**config.mk**
```make
export PLATFORM = sky130hd
export DESIGN_NAME = lpe_top
export DESIGN_NICKNAME = d
export VERILOG_FILES = /design/src/hdl/lpe_stream_pkg.sv /design/src/hdl/lpe_ctrl_pkg.sv /design/src/hdl/operand_align.sv /design/src/hdl/mac_accumulator.sv /design/src/hdl/lpe_control.sv /design/src/hdl/lpe_top.sv
export VERILOG_INCLUDE_DIRS = /design/src /design/src/hdl
export SDC_FILE = /design/constraint.sdc
export NUM_CORES = 1
export LEC_CHECK = 0
export BUFFER_PORTS_ARGS = -buffer_cell sky130_fd_sc_hd__buf_4
export CAP_MARGIN = 10
export CORE_AREA = 2 2 192 194
export DETAILED_ROUTE_END_ITERATION = 8
export DIE_AREA = 0 0 194 196
export MAX_ROUTING_LAYER = met4
export SLEW_MARGIN = 10
export SYNTH_ARGS = -nofsm -noshare
export SYNTH_HDL_FRONTEND = slang
export SYNTH_SLANG_ARGS = --single-unit
```
**constraint.sdc**
```tcl
create_clock -name clk -period 11.1 [get_ports clk]
set_input_delay 2.22 -clock clk [delete_from_list [all_inputs] [get_ports clk]]
set_output_delay 2.22 -clock clk [all_outputs]
set_load 0.02 [all_outputs]
```
**src/hdl/lpe_macros.svh**
```systemverilog
`ifndef LPE_MACROS_SVH
`define LPE_MACROS_SVH

// Operand width on both the left and top streams
`define LPE_DATA_W 16

// Full signed product of two operands
`define LPE_PROD_W (2 * `LPE_DATA_W)

// Accumulator and result width
// 8 guard bits above the product, sum wraps modulo 2^40
`define LPE_ACC_W 40

// Encoding width shared by the control enums
`define LPE_CTRL_W 2

`endif

```
**src/hdl/lpe_stream_pkg.sv**
```systemverilog
`include "lpe_macros.svh"

package lpe_stream_pkg;

  // One beat on the left or top operand stream
  typedef struct packed {
    logic                          valid;
    logic                          last;
    logic signed [`LPE_DATA_W-1:0] data;
  } operand_beat_t;

  // Aligned operands, left value in a and top value in b
  typedef struct packed {
    logic                          valid;
    logic                          last_l;
    logic                          last_t;
    logic signed [`LPE_DATA_W-1:0] a;
    logic signed [`LPE_DATA_W-1:0] b;
  } operand_pair_t;

  // Dot product, valid is a one-cycle strobe
  typedef struct packed {
    logic                         valid;
    logic signed [`LPE_ACC_W-1:0] sum;
  } result_t;

endpackage

```
**src/hdl/lpe_ctrl_pkg.sv**
```systemverilog
`include "lpe_macros.svh"

package lpe_ctrl_pkg;

  // Vector FSM states
  // Half-arrived operands live in the aligner, not here
  typedef enum logic [`LPE_CTRL_W-1:0] {
    ST_IDLE = 2'd0,
    ST_MAC  = 2'd1,
    ST_END  = 2'd2,
    ST_ERR  = 2'd3
  } lpe_state_e;

  // Accumulator opcodes
  typedef enum logic [`LPE_CTRL_W-1:0] {
    // Keep the current sum
    MAC_HOLD = 2'd0,
    // Start a vector, sum becomes the product
    MAC_LOAD = 2'd1,
    // Sum plus product
    MAC_ACC  = 2'd2
  } mac_op_e;

endpackage

```
**src/hdl/operand_align.sv**
```systemverilog
`timescale 1ns/1ns
`include "lpe_macros.svh"

module operand_align
  import lpe_stream_pkg::*;
(
  input  logic          clk,
  input  logic          rst,
  input  operand_beat_t l_in,
  input  operand_beat_t t_in,
  input  logic          flush,
  output operand_pair_t pair
);

  // Held beat per side, flags carry the control state
  logic                          held_l_v;
  logic                          held_t_v;
  logic                          held_l_last;
  logic                          held_t_last;
  logic signed [`LPE_DATA_W-1:0] held_l_data;
  logic signed [`LPE_DATA_W-1:0] held_t_data;

  logic l_avail;
  logic t_avail;

  assign l_avail = l_in.valid || held_l_v;
  assign t_avail = t_in.valid || held_t_v;

  // A fresh beat takes precedence over the held one on the same side
  assign pair.valid  = l_avail && t_avail && !flush;
  assign pair.last_l = l_in.valid ? l_in.last : held_l_last;
  assign pair.last_t = t_in.valid ? t_in.last : held_t_last;
  assign pair.a      = l_in.valid ? l_in.data : held_l_data;
  assign pair.b      = t_in.valid ? t_in.data : held_t_data;

  always_ff @(posedge clk) begin
    if (rst || flush) begin
      held_l_v <= 1'b0;
      held_t_v <= 1'b0;
    end else if (pair.valid) begin
      // Pair consumed both sides
      held_l_v <= 1'b0;
      held_t_v <= 1'b0;
    end else begin
      if (l_in.valid) begin
        held_l_v <= 1'b1;
      end
      if (t_in.valid) begin
        held_t_v <= 1'b1;
      end
    end
  end

  // Payload only, qualified by the held flags
  always_ff @(posedge clk) begin
    if (l_in.valid) begin
      held_l_last <= l_in.last;
      held_l_data <= l_in.data;
    end
    if (t_in.valid) begin
      held_t_last <= t_in.last;
      held_t_data <= t_in.data;
    end
  end

endmodule

```
**src/hdl/mac_accumulator.sv**
```systemverilog
`timescale 1ns/1ns
`include "lpe_macros.svh"

module mac_accumulator
  import lpe_stream_pkg::*;
  import lpe_ctrl_pkg::*;
(
  input  logic          clk,
  input  logic          rst,
  input  operand_pair_t pair,
  input  mac_op_e       op,
  input  logic          emit,
  output result_t       result
);

  logic signed [`LPE_PROD_W-1:0] product;
  logic signed [`LPE_ACC_W-1:0]  product_ext;
  logic signed [`LPE_ACC_W-1:0]  acc_q;
  logic signed [`LPE_ACC_W-1:0]  acc_d;

  assign product     = pair.a * pair.b;
  assign product_ext = {{(`LPE_ACC_W - `LPE_PROD_W){product[`LPE_PROD_W-1]}}, product};

  always_comb begin
    case (op)
      MAC_LOAD: acc_d = product_ext;
      // Wraps on overflow of the guard bits
      MAC_ACC:  acc_d = acc_q + product_ext;
      default:  acc_d = acc_q;
    endcase
  end

  always_ff @(posedge clk) begin
    if (rst) begin
      acc_q <= '0;
    end else begin
      acc_q <= acc_d;
    end
  end

  // Result holds its sum until the next emit
  always_ff @(posedge clk) begin
    if (rst) begin
      result.valid <= 1'b0;
      result.sum   <= '0;
    end else begin
      result.valid <= emit;
      if (emit) begin
        result.sum <= acc_d;
      end
    end
  end

endmodule

```
**src/hdl/lpe_control.sv**
```systemverilog
`timescale 1ns/1ns
`include "lpe_macros.svh"

module lpe_control
  import lpe_stream_pkg::*;
  import lpe_ctrl_pkg::*;
(
  input  logic          clk,
  input  logic          rst,
  input  operand_pair_t pair,
  output mac_op_e       op,
  output logic          emit,
  output logic          flush,
  output logic          err_misaligned
);

  lpe_state_e state_q;
  lpe_state_e state_d;

  logic misaligned;
  logic both_last;

  // Last flag comparison for the whole PE
  assign misaligned = pair.valid && (pair.last_l ^ pair.last_t);
  assign both_last  = pair.valid && pair.last_l && pair.last_t;

  assign emit = both_last;

  // Opcode from the current state
  always_comb begin
    op = MAC_HOLD;
    if (pair.valid && !misaligned) begin
      if (state_q == ST_MAC) begin
        op = MAC_ACC;
      end else begin
        // Leaving IDLE or END restarts the sum
        op = MAC_LOAD;
      end
    end
  end

  always_comb begin
    state_d = state_q;
    case (state_q)
      ST_IDLE, ST_MAC, ST_END: begin
        if (pair.valid) begin
          if (both_last) begin
            state_d = ST_END;
          end else if (misaligned) begin
            state_d = ST_ERR;
          end else begin
            state_d = ST_MAC;
          end
        end else if (state_q == ST_END) begin
          state_d = ST_IDLE;
        end
      end
      // One flush cycle, then start over
      ST_ERR: begin
        state_d = ST_IDLE;
      end
      default: begin
        state_d = ST_IDLE;
      end
    endcase
  end

  always_ff @(posedge clk) begin
    if (rst) begin
      state_q        <= ST_IDLE;
      err_misaligned <= 1'b0;
    end else begin
      state_q        <= state_d;
      err_misaligned <= misaligned;
    end
  end

  // Aligner drops beats and held operands while in ERR
  assign flush = (state_q == ST_ERR);

endmodule

```
**src/hdl/lpe_top.sv**
```systemverilog
`timescale 1ns/1ns

module lpe_top
  import lpe_stream_pkg::*;
  import lpe_ctrl_pkg::*;
(
  input  logic          clk,
  input  logic          rst,
  input  operand_beat_t l_in,
  input  operand_beat_t t_in,
  output result_t       result,
  output logic          err_misaligned
);

  operand_pair_t pair;
  mac_op_e       op;
  logic          emit;
  logic          flush;

  operand_align u_operand_align (
    .clk   (clk),
    .rst   (rst),
    .l_in  (l_in),
    .t_in  (t_in),
    .flush (flush),
    .pair  (pair)
  );

  lpe_control u_lpe_control (
    .clk            (clk),
    .rst            (rst),
    .pair           (pair),
    .op             (op),
    .emit           (emit),
    .flush          (flush),
    .err_misaligned (err_misaligned)
  );

  mac_accumulator u_mac_accumulator (
    .clk    (clk),
    .rst    (rst),
    .pair   (pair),
    .op     (op),
    .emit   (emit),
    .result (result)
  );

endmodule

```
Word level (Yosys, flattened, before mapping)
Cells that the tools add are included.

word-level totals
  bits in registers = 120
  bits of input ports = 38
  output and inout port bits = 42

operators by class
  add/subtract/negate cells = 1
  multipliers = 1
  equality and inequality tests = 6
  muxes and demuxes = 12
  bitwise operators = 1
  reduce and logical (&&, ||, !) cells = 14

operators by type and width
  kind                                                   count
  one-hot mux 40 bit (2 select lines)                    1
  adder 40 x 32 -> 40 bit                                1
  multiplier 16 x 16 -> 32 bit                           1
  two-way mux 16 bit                                     2
  two-way mux 2 bit                                      6
  == test 2 bit, second input constant                   3
  logical AND 1 bit                                      6
  == test 2 x 1 -> 1 bit, second input constant          2
  one-hot mux 2 bit (2 select lines)                     1
  logical OR 1 bit                                       3
  inequality test 3 x 1 -> 1 bit, second input constant  1
  OR reduction 3 bit                                     1
  logical NOT 1 bit                                      2
  logical NOT 2 bit                                      1
  two-way mux 1 bit                                      2
  OR reduction 2 bit                                     1
  XOR 1 bit                                              1

Longest topological paths before layout
  word-level depth = 9
  mapped depth = 40

By module
Synthesis repeated with hierarchy kept, for this count alone.

second synthesis, totals
  cell total of the unflattened synthesis = 1,865
  area, all modules = 16,847.4 µm²

by module, submodules not included
  module           times used  cells an instance  area each (µm²)
  mac_accumulator  1           1,771              15,413.5
  operand_align    1           79                 1,285.0
  lpe_control      1           15                 148.9

Least setup slack after synthesis
Ideal clock, no wire load.

  path type = in2reg
  start point = in l_in[17] (netlist name)
  end point = reg u_mac_accumulator.acc_q[39]
  setup time = 81 ps
  arrival time = 11,163 ps
  data required time = 11,019 ps
  setup slack = -143 ps
  stages = 35
  path buffers = 3
  path through = buf_2 -> buf_1 -> mux2i_1 -> clkinv_1 -> nand2_1 -> fa_1 -> fa_1 -> fa_1 -> inv_1 -> fa_1 -> fa_1 -> inv_1 -> fa_1 -> inv_1 -> ha_1 -> a211oi_2 -> o211ai_1 -> or3_1 -> o21ba_4 -> a31oi_1 -> o21ai_1 -> a311oi_1 -> a211oi_1 -> ha_1 -> clkbuf_1 -> nand3_1 -> nor3_1 -> nand3_1 -> or3_1 -> o32a_1 -> a21o_1 -> nand3b_1 -> o211ai_2 -> o41a_1 -> a41oi_1

RTL lines
  element               RTL line               source
  from (decl)           lpe_top.sv:9           input operand_beat_t l_in,
  to (signal assigned)  mac_accumulator.sv:35  acc_q <= '0;
  to (signal assigned)  mac_accumulator.sv:37  acc_q <= acc_d;
  to (decl)             mac_accumulator.sv:18  logic signed [`LPE_ACC_W-1:0] acc_q;

Worst setup path after layout
  start point = in l_in[17] (netlist name)
  end point = reg u_mac_accumulator.acc_q[39]

between the ends
  word-level cells in the longest chain between the ends = 9
  elaborated cells on any way between the ends = 15
  classes of those cells = add/sub (1); mul (1); eq/ne (2); mux (4); bitwise (1); reduce/logical (6)

RTL lines
  element                                                                          RTL line               source
  parallel branches: the longest is 8 deep, another holds adder 40 x 32 -> 40 bit  -
  one-hot mux 40 bit (2 select lines) *                                            mac_accumulator.sv:25  case (op)

Mark *: on every way between the ends.
A chain may end at the register's enable or synchronous reset.

==> Flow_metrics.wiki <==
{| class="wikitable"
! Metric !! Value
|-
| Starting density of the core || 44.3%
|-
| Synth Flop Type || sky130_fd_sc_hd__dfxtp_1
|-
| Total number of yosys warnings || 0
|-
| Commonest cells after routing, fill and taps aside || sky130_fd_sc_hd__inv_1, sky130_fd_sc_hd__fa_1, sky130_fd_sc_hd__nor2_1
|-
| Outcome || complete, no violations
|-
| Drt first-iter violations || 619
|-
| Count of flip-flops with a built-in enable after synthesis || 0
|-
| Critical path's slowest cell || sky130_fd_sc_hd__fa_1
|-
| Post-detailed-route DRC marker count || 0
|-
| Post-synthesis sequential element count || 120
|-
| Pin count of the biggest net entering global routing || 87
|-
| Number of max-cap violations || 0
|-
| Least-Margin Pin Slew || 0.916 ns
|-
| Antenna diode instance count || 0
|-
| Final critical-path share of the clock period || 95.8%
|-
| Reg clk slew, reported paths || 0.07 ns
|-
| All-Layer GR Usage || 25.1%
|-
| Number of distinct standard cells referenced by the synthesized netlist || 67
|-
| Half-perimeter wire length of the detailed placement result || 35600 um
|-
| Min-delay worst type || reg2reg
|-
| Biggest fanout along the worst timing path || 13
|-
| Sum of negative setup slack || 0 ns
|-
| Mean post-synth cell area || 8.59 um2
|-
| Net count of the finished layout || 2405
|-
| Number of buffers created by CTS || 17
|-
| Cell at the root of the clock tree || sky130_fd_sc_hd__clkbuf_16
|-
| Adder-cell area share of the yosys netlist || 42.5%
|-
| Num Clock Sinks || 120
|-
| WL/cell || 17.5 um
|-
| Share of layout cells above drive strength 1 || 11.8%
|-
| Instance area after placement || 17600 um2
|-
| Routed via count divided by cell count || 5.16
|-
| Simple-gate share of the synthesized area || 14.3%
|-
| Path type of the worst setup path || in2reg
|-
| Sort of element at the start of the critical path || primary input
|-
| Max transition margin || 38.9%
|-
| Worst hold slack across all endpoints || 0.468 ns
|-
| TritonCTS clock tree || done
|-
| Area enclosed by the die boundary || 38000 um2
|-
| WP data required || 11.47 ns
|-
| WP data arrival || 11.00 ns
|-
| Max-slew violations || 0
|-
| Max Freq || 0.0941 GHz
|-
| Vias after detailed routing || 12.7k
|-
| Placeable Area || 36100 um2
|-
| Number of core rows || 70
|-
| DRT antenna net count || 0
|-
| Vertical die dimension || 196 um
|-
| Via count of the first global-routing pass || 13.5k
|-
| Synth-to-Final Area Change || 14.2%
|-
| Tmin final || 10.63 ns
|-
| Count of mapped cells out of synthesis || 1859
|-
| Crit path largest cell delay || 0.55 ns
|-
| Number of top-level pins || 80
|-
| Compound-cell area share of the yosys netlist || 12.7%
|-
| Most frequent cell on the critical path || sky130_fd_sc_hd__fa_1
|-
| Count of final hold-check violations || 0
|-
| Post-synth net total || 2282
|-
| CTS Hold Buffers Added || 0
|-
| Most frequent standard cell in the layout excluding fill and tap cells || sky130_fd_sc_hd__inv_1
|-
| Detailed-route wire length || 43100 um
|-
| Chip width || 194 um
|-
| Count of buffers inserted at the top-level ports || 79
|-
| Count of final setup violators || 0
|-
| Multiplexer share of the synthesized area || 2.59%
|-
| Utilization of the core after routing || 50.6%
|-
| Final standard cell area without fillers || 18300 um2
|-
| Maximum clock skew at final layout || 0.0221 ns
|-
| Wire length of the first global-routing pass || 72800 um
|-
| Netlist Area Pre-Place || 16000 um2
|-
| Main combinational cell family by area after synthesis || adder cells
|-
| Async S/R FF share, synth || 0%
|-
| Clk Latency, worst-skew pair || 0.46 ns
|-
| Clk buf depth || 2
|-
| Crit end category || register
|-
| H-Tree Level Count || 4
|-
| Initial antenna violation count || 0
|-
| Gpl congestion || 0.913
|-
| Synth Area in XOR/XNOR || 3.52%
|-
| Overall overflow remaining after global route || 0
|-
| Iteration count of the initial detailed-routing pass || 5
|-
| Register area share after synthesis || 15.0%
|}
-- sequential cells by signal, summed over array words and instances (netlist names) --
register,flops
u_operand_align.held_t_last,1
u_mac_accumulator.acc_q,40
u_operand_align.held_l_v,1
u_operand_align.held_l_last,1
u_operand_align.held_t_data,16
u_mac_accumulator.result,41
u_operand_align.held_t_v,1
u_lpe_control.err_misaligned,1
u_lpe_control.state_q,2
u_operand_align.held_l_data,16
-- layout make-up --
cell class	count	area, um2
sequential	120	2400
clock inverter	15	153
inverter	330	1240
tap	468	586
multi-input combinational	1344	12100
fill	3435	17800
timing repair buffer	169	1310
clock buffer	17	425
-- routing by layer --
metal  GRT usage, %  share of wire [%]
met1           33.8                 47
met2           39.4                 47
met3           3.66                4.5
met4           7.72                2.5
met5              -                  0
-- cell families (layout without fill, tap and decap cells) --
kind of cell,Yosys count,after routing
buffers and inverters,395,531
AOI/OAI and AO/OA,309,309
and+or+nand+nor,547,547
DFF,120,120
adders and majority gates,385,385
xor gates and xnor gates,62,62
muxes,41,41
-- synth_stat cells (3+ instances only) --
cell / n / area share (%)
sky130_fd_sc_hd__inv_1: 318 / 7.5
sky130_fd_sc_hd__fa_1: 263 / 33
sky130_fd_sc_hd__nor2_1: 254 / 6.0
sky130_fd_sc_hd__nand2_1: 191 / 4.5
sky130_fd_sc_hd__ha_1: 122 / 9.6
sky130_fd_sc_hd__dfxtp_1: 120 / 15
sky130_fd_sc_hd__a21oi_1: 92 / 2.9
sky130_fd_sc_hd__clkbuf_1: 52 / 1.2
sky130_fd_sc_hd__o21ai_0: 48 / 1.5
sky130_fd_sc_hd__xnor2_1: 42 / 2.3
sky130_fd_sc_hd__a211oi_1: 39 / 1.8
sky130_fd_sc_hd__mux2i_1: 38 / 2.4
sky130_fd_sc_hd__a21o_1: 20 / 0.94
sky130_fd_sc_hd__nand3_1: 20 / 0.63
sky130_fd_sc_hd__xor2_1: 19 / 1.0
sky130_fd_sc_hd__o21a_1: 16 / 0.75
sky130_fd_sc_hd__nor3_1: 15 / 0.47
sky130_fd_sc_hd__a31oi_1: 13 / 0.51
sky130_fd_sc_hd__o211ai_1: 13 / 0.61
sky130_fd_sc_hd__clkinv_1: 12 / 0.28
sky130_fd_sc_hd__and2_1: 11 / 0.43
sky130_fd_sc_hd__o21bai_1: 11 / 0.52
sky130_fd_sc_hd__buf_1: 9 / 0.21
sky130_fd_sc_hd__nor2b_1: 9 / 0.35
sky130_fd_sc_hd__or3_1: 9 / 0.35
sky130_fd_sc_hd__and3_1: 7 / 0.27
sky130_fd_sc_hd__o21ai_1: 7 / 0.22
sky130_fd_sc_hd__nand2b_1: 6 / 0.23
sky130_fd_sc_hd__nand4_1: 6 / 0.23
sky130_fd_sc_hd__a311oi_1: 5 / 0.27
sky130_fd_sc_hd__o31a_1: 5 / 0.27
sky130_fd_sc_hd__o31ai_1: 5 / 0.23
sky130_fd_sc_hd__nand3b_1: 4 / 0.19
sky130_fd_sc_hd__nor4_1: 4 / 0.16
sky130_fd_sc_hd__a211o_1: 3 / 0.16
sky130_fd_sc_hd__a211oi_2: 3 / 0.23
sky130_fd_sc_hd__a21boi_0: 3 / 0.14
sky130_fd_sc_hd__a21oi_2: 3 / 0.16
sky130_fd_sc_hd__buf_2: 3 / 0.094
sky130_fd_sc_hd__mux2_2: 3 / 0.21
sky130_fd_sc_hd__o311ai_0: 3 / 0.16
sky130_fd_sc_hd__or2_2: 3 / 0.12
-- final timing paths --
kind / from / endpoint / slack [ns] / cells past startpoint
hold reg to reg: u_mac_accumulator.result[16] / u_mac_accumulator.result[16] / 0.47 / 2
setup / recovery: l_in[17] / u_mac_accumulator.acc_q[39] / 0.47 / 35
hold / removal: u_mac_accumulator.result[16] / u_mac_accumulator.result[16] / 0.47 / 2
setup reg to reg: u_operand_align.held_t_data[2] / u_mac_accumulator.acc_q[39] / 2.27 / 33
-- through the flow --
stage          instances  setup WS, ns
2_1_floorplan       1859        0.0753
6_report            2463         0.470
5_1_grt             2463      -0.00138
3_3_place_gp        2430       -0.0220
4_1_cts             2462         0.306
3_5_place_dp        2430        -0.107
-- critical path: cells and delay by family --
family / cells / cell delay [ns]
fa+ha+maj: 8 / 3.73
xor+xnor: 1 / 0.13
compound gates: 11 / 2.50
buf+inv: 7 / 0.92
mux: 1 / 0.26
simple gates: 7 / 1.20
-- timing repair --
item	4_1_cts	5_1_grt
setup endpoints to repair	0	13
gates resized for setup	0	9
setup buffers	0	1
Power is left out: the tool's default activity adds up to more than one toggle a clock period on the data nets, which glitch-free logic cannot reach.
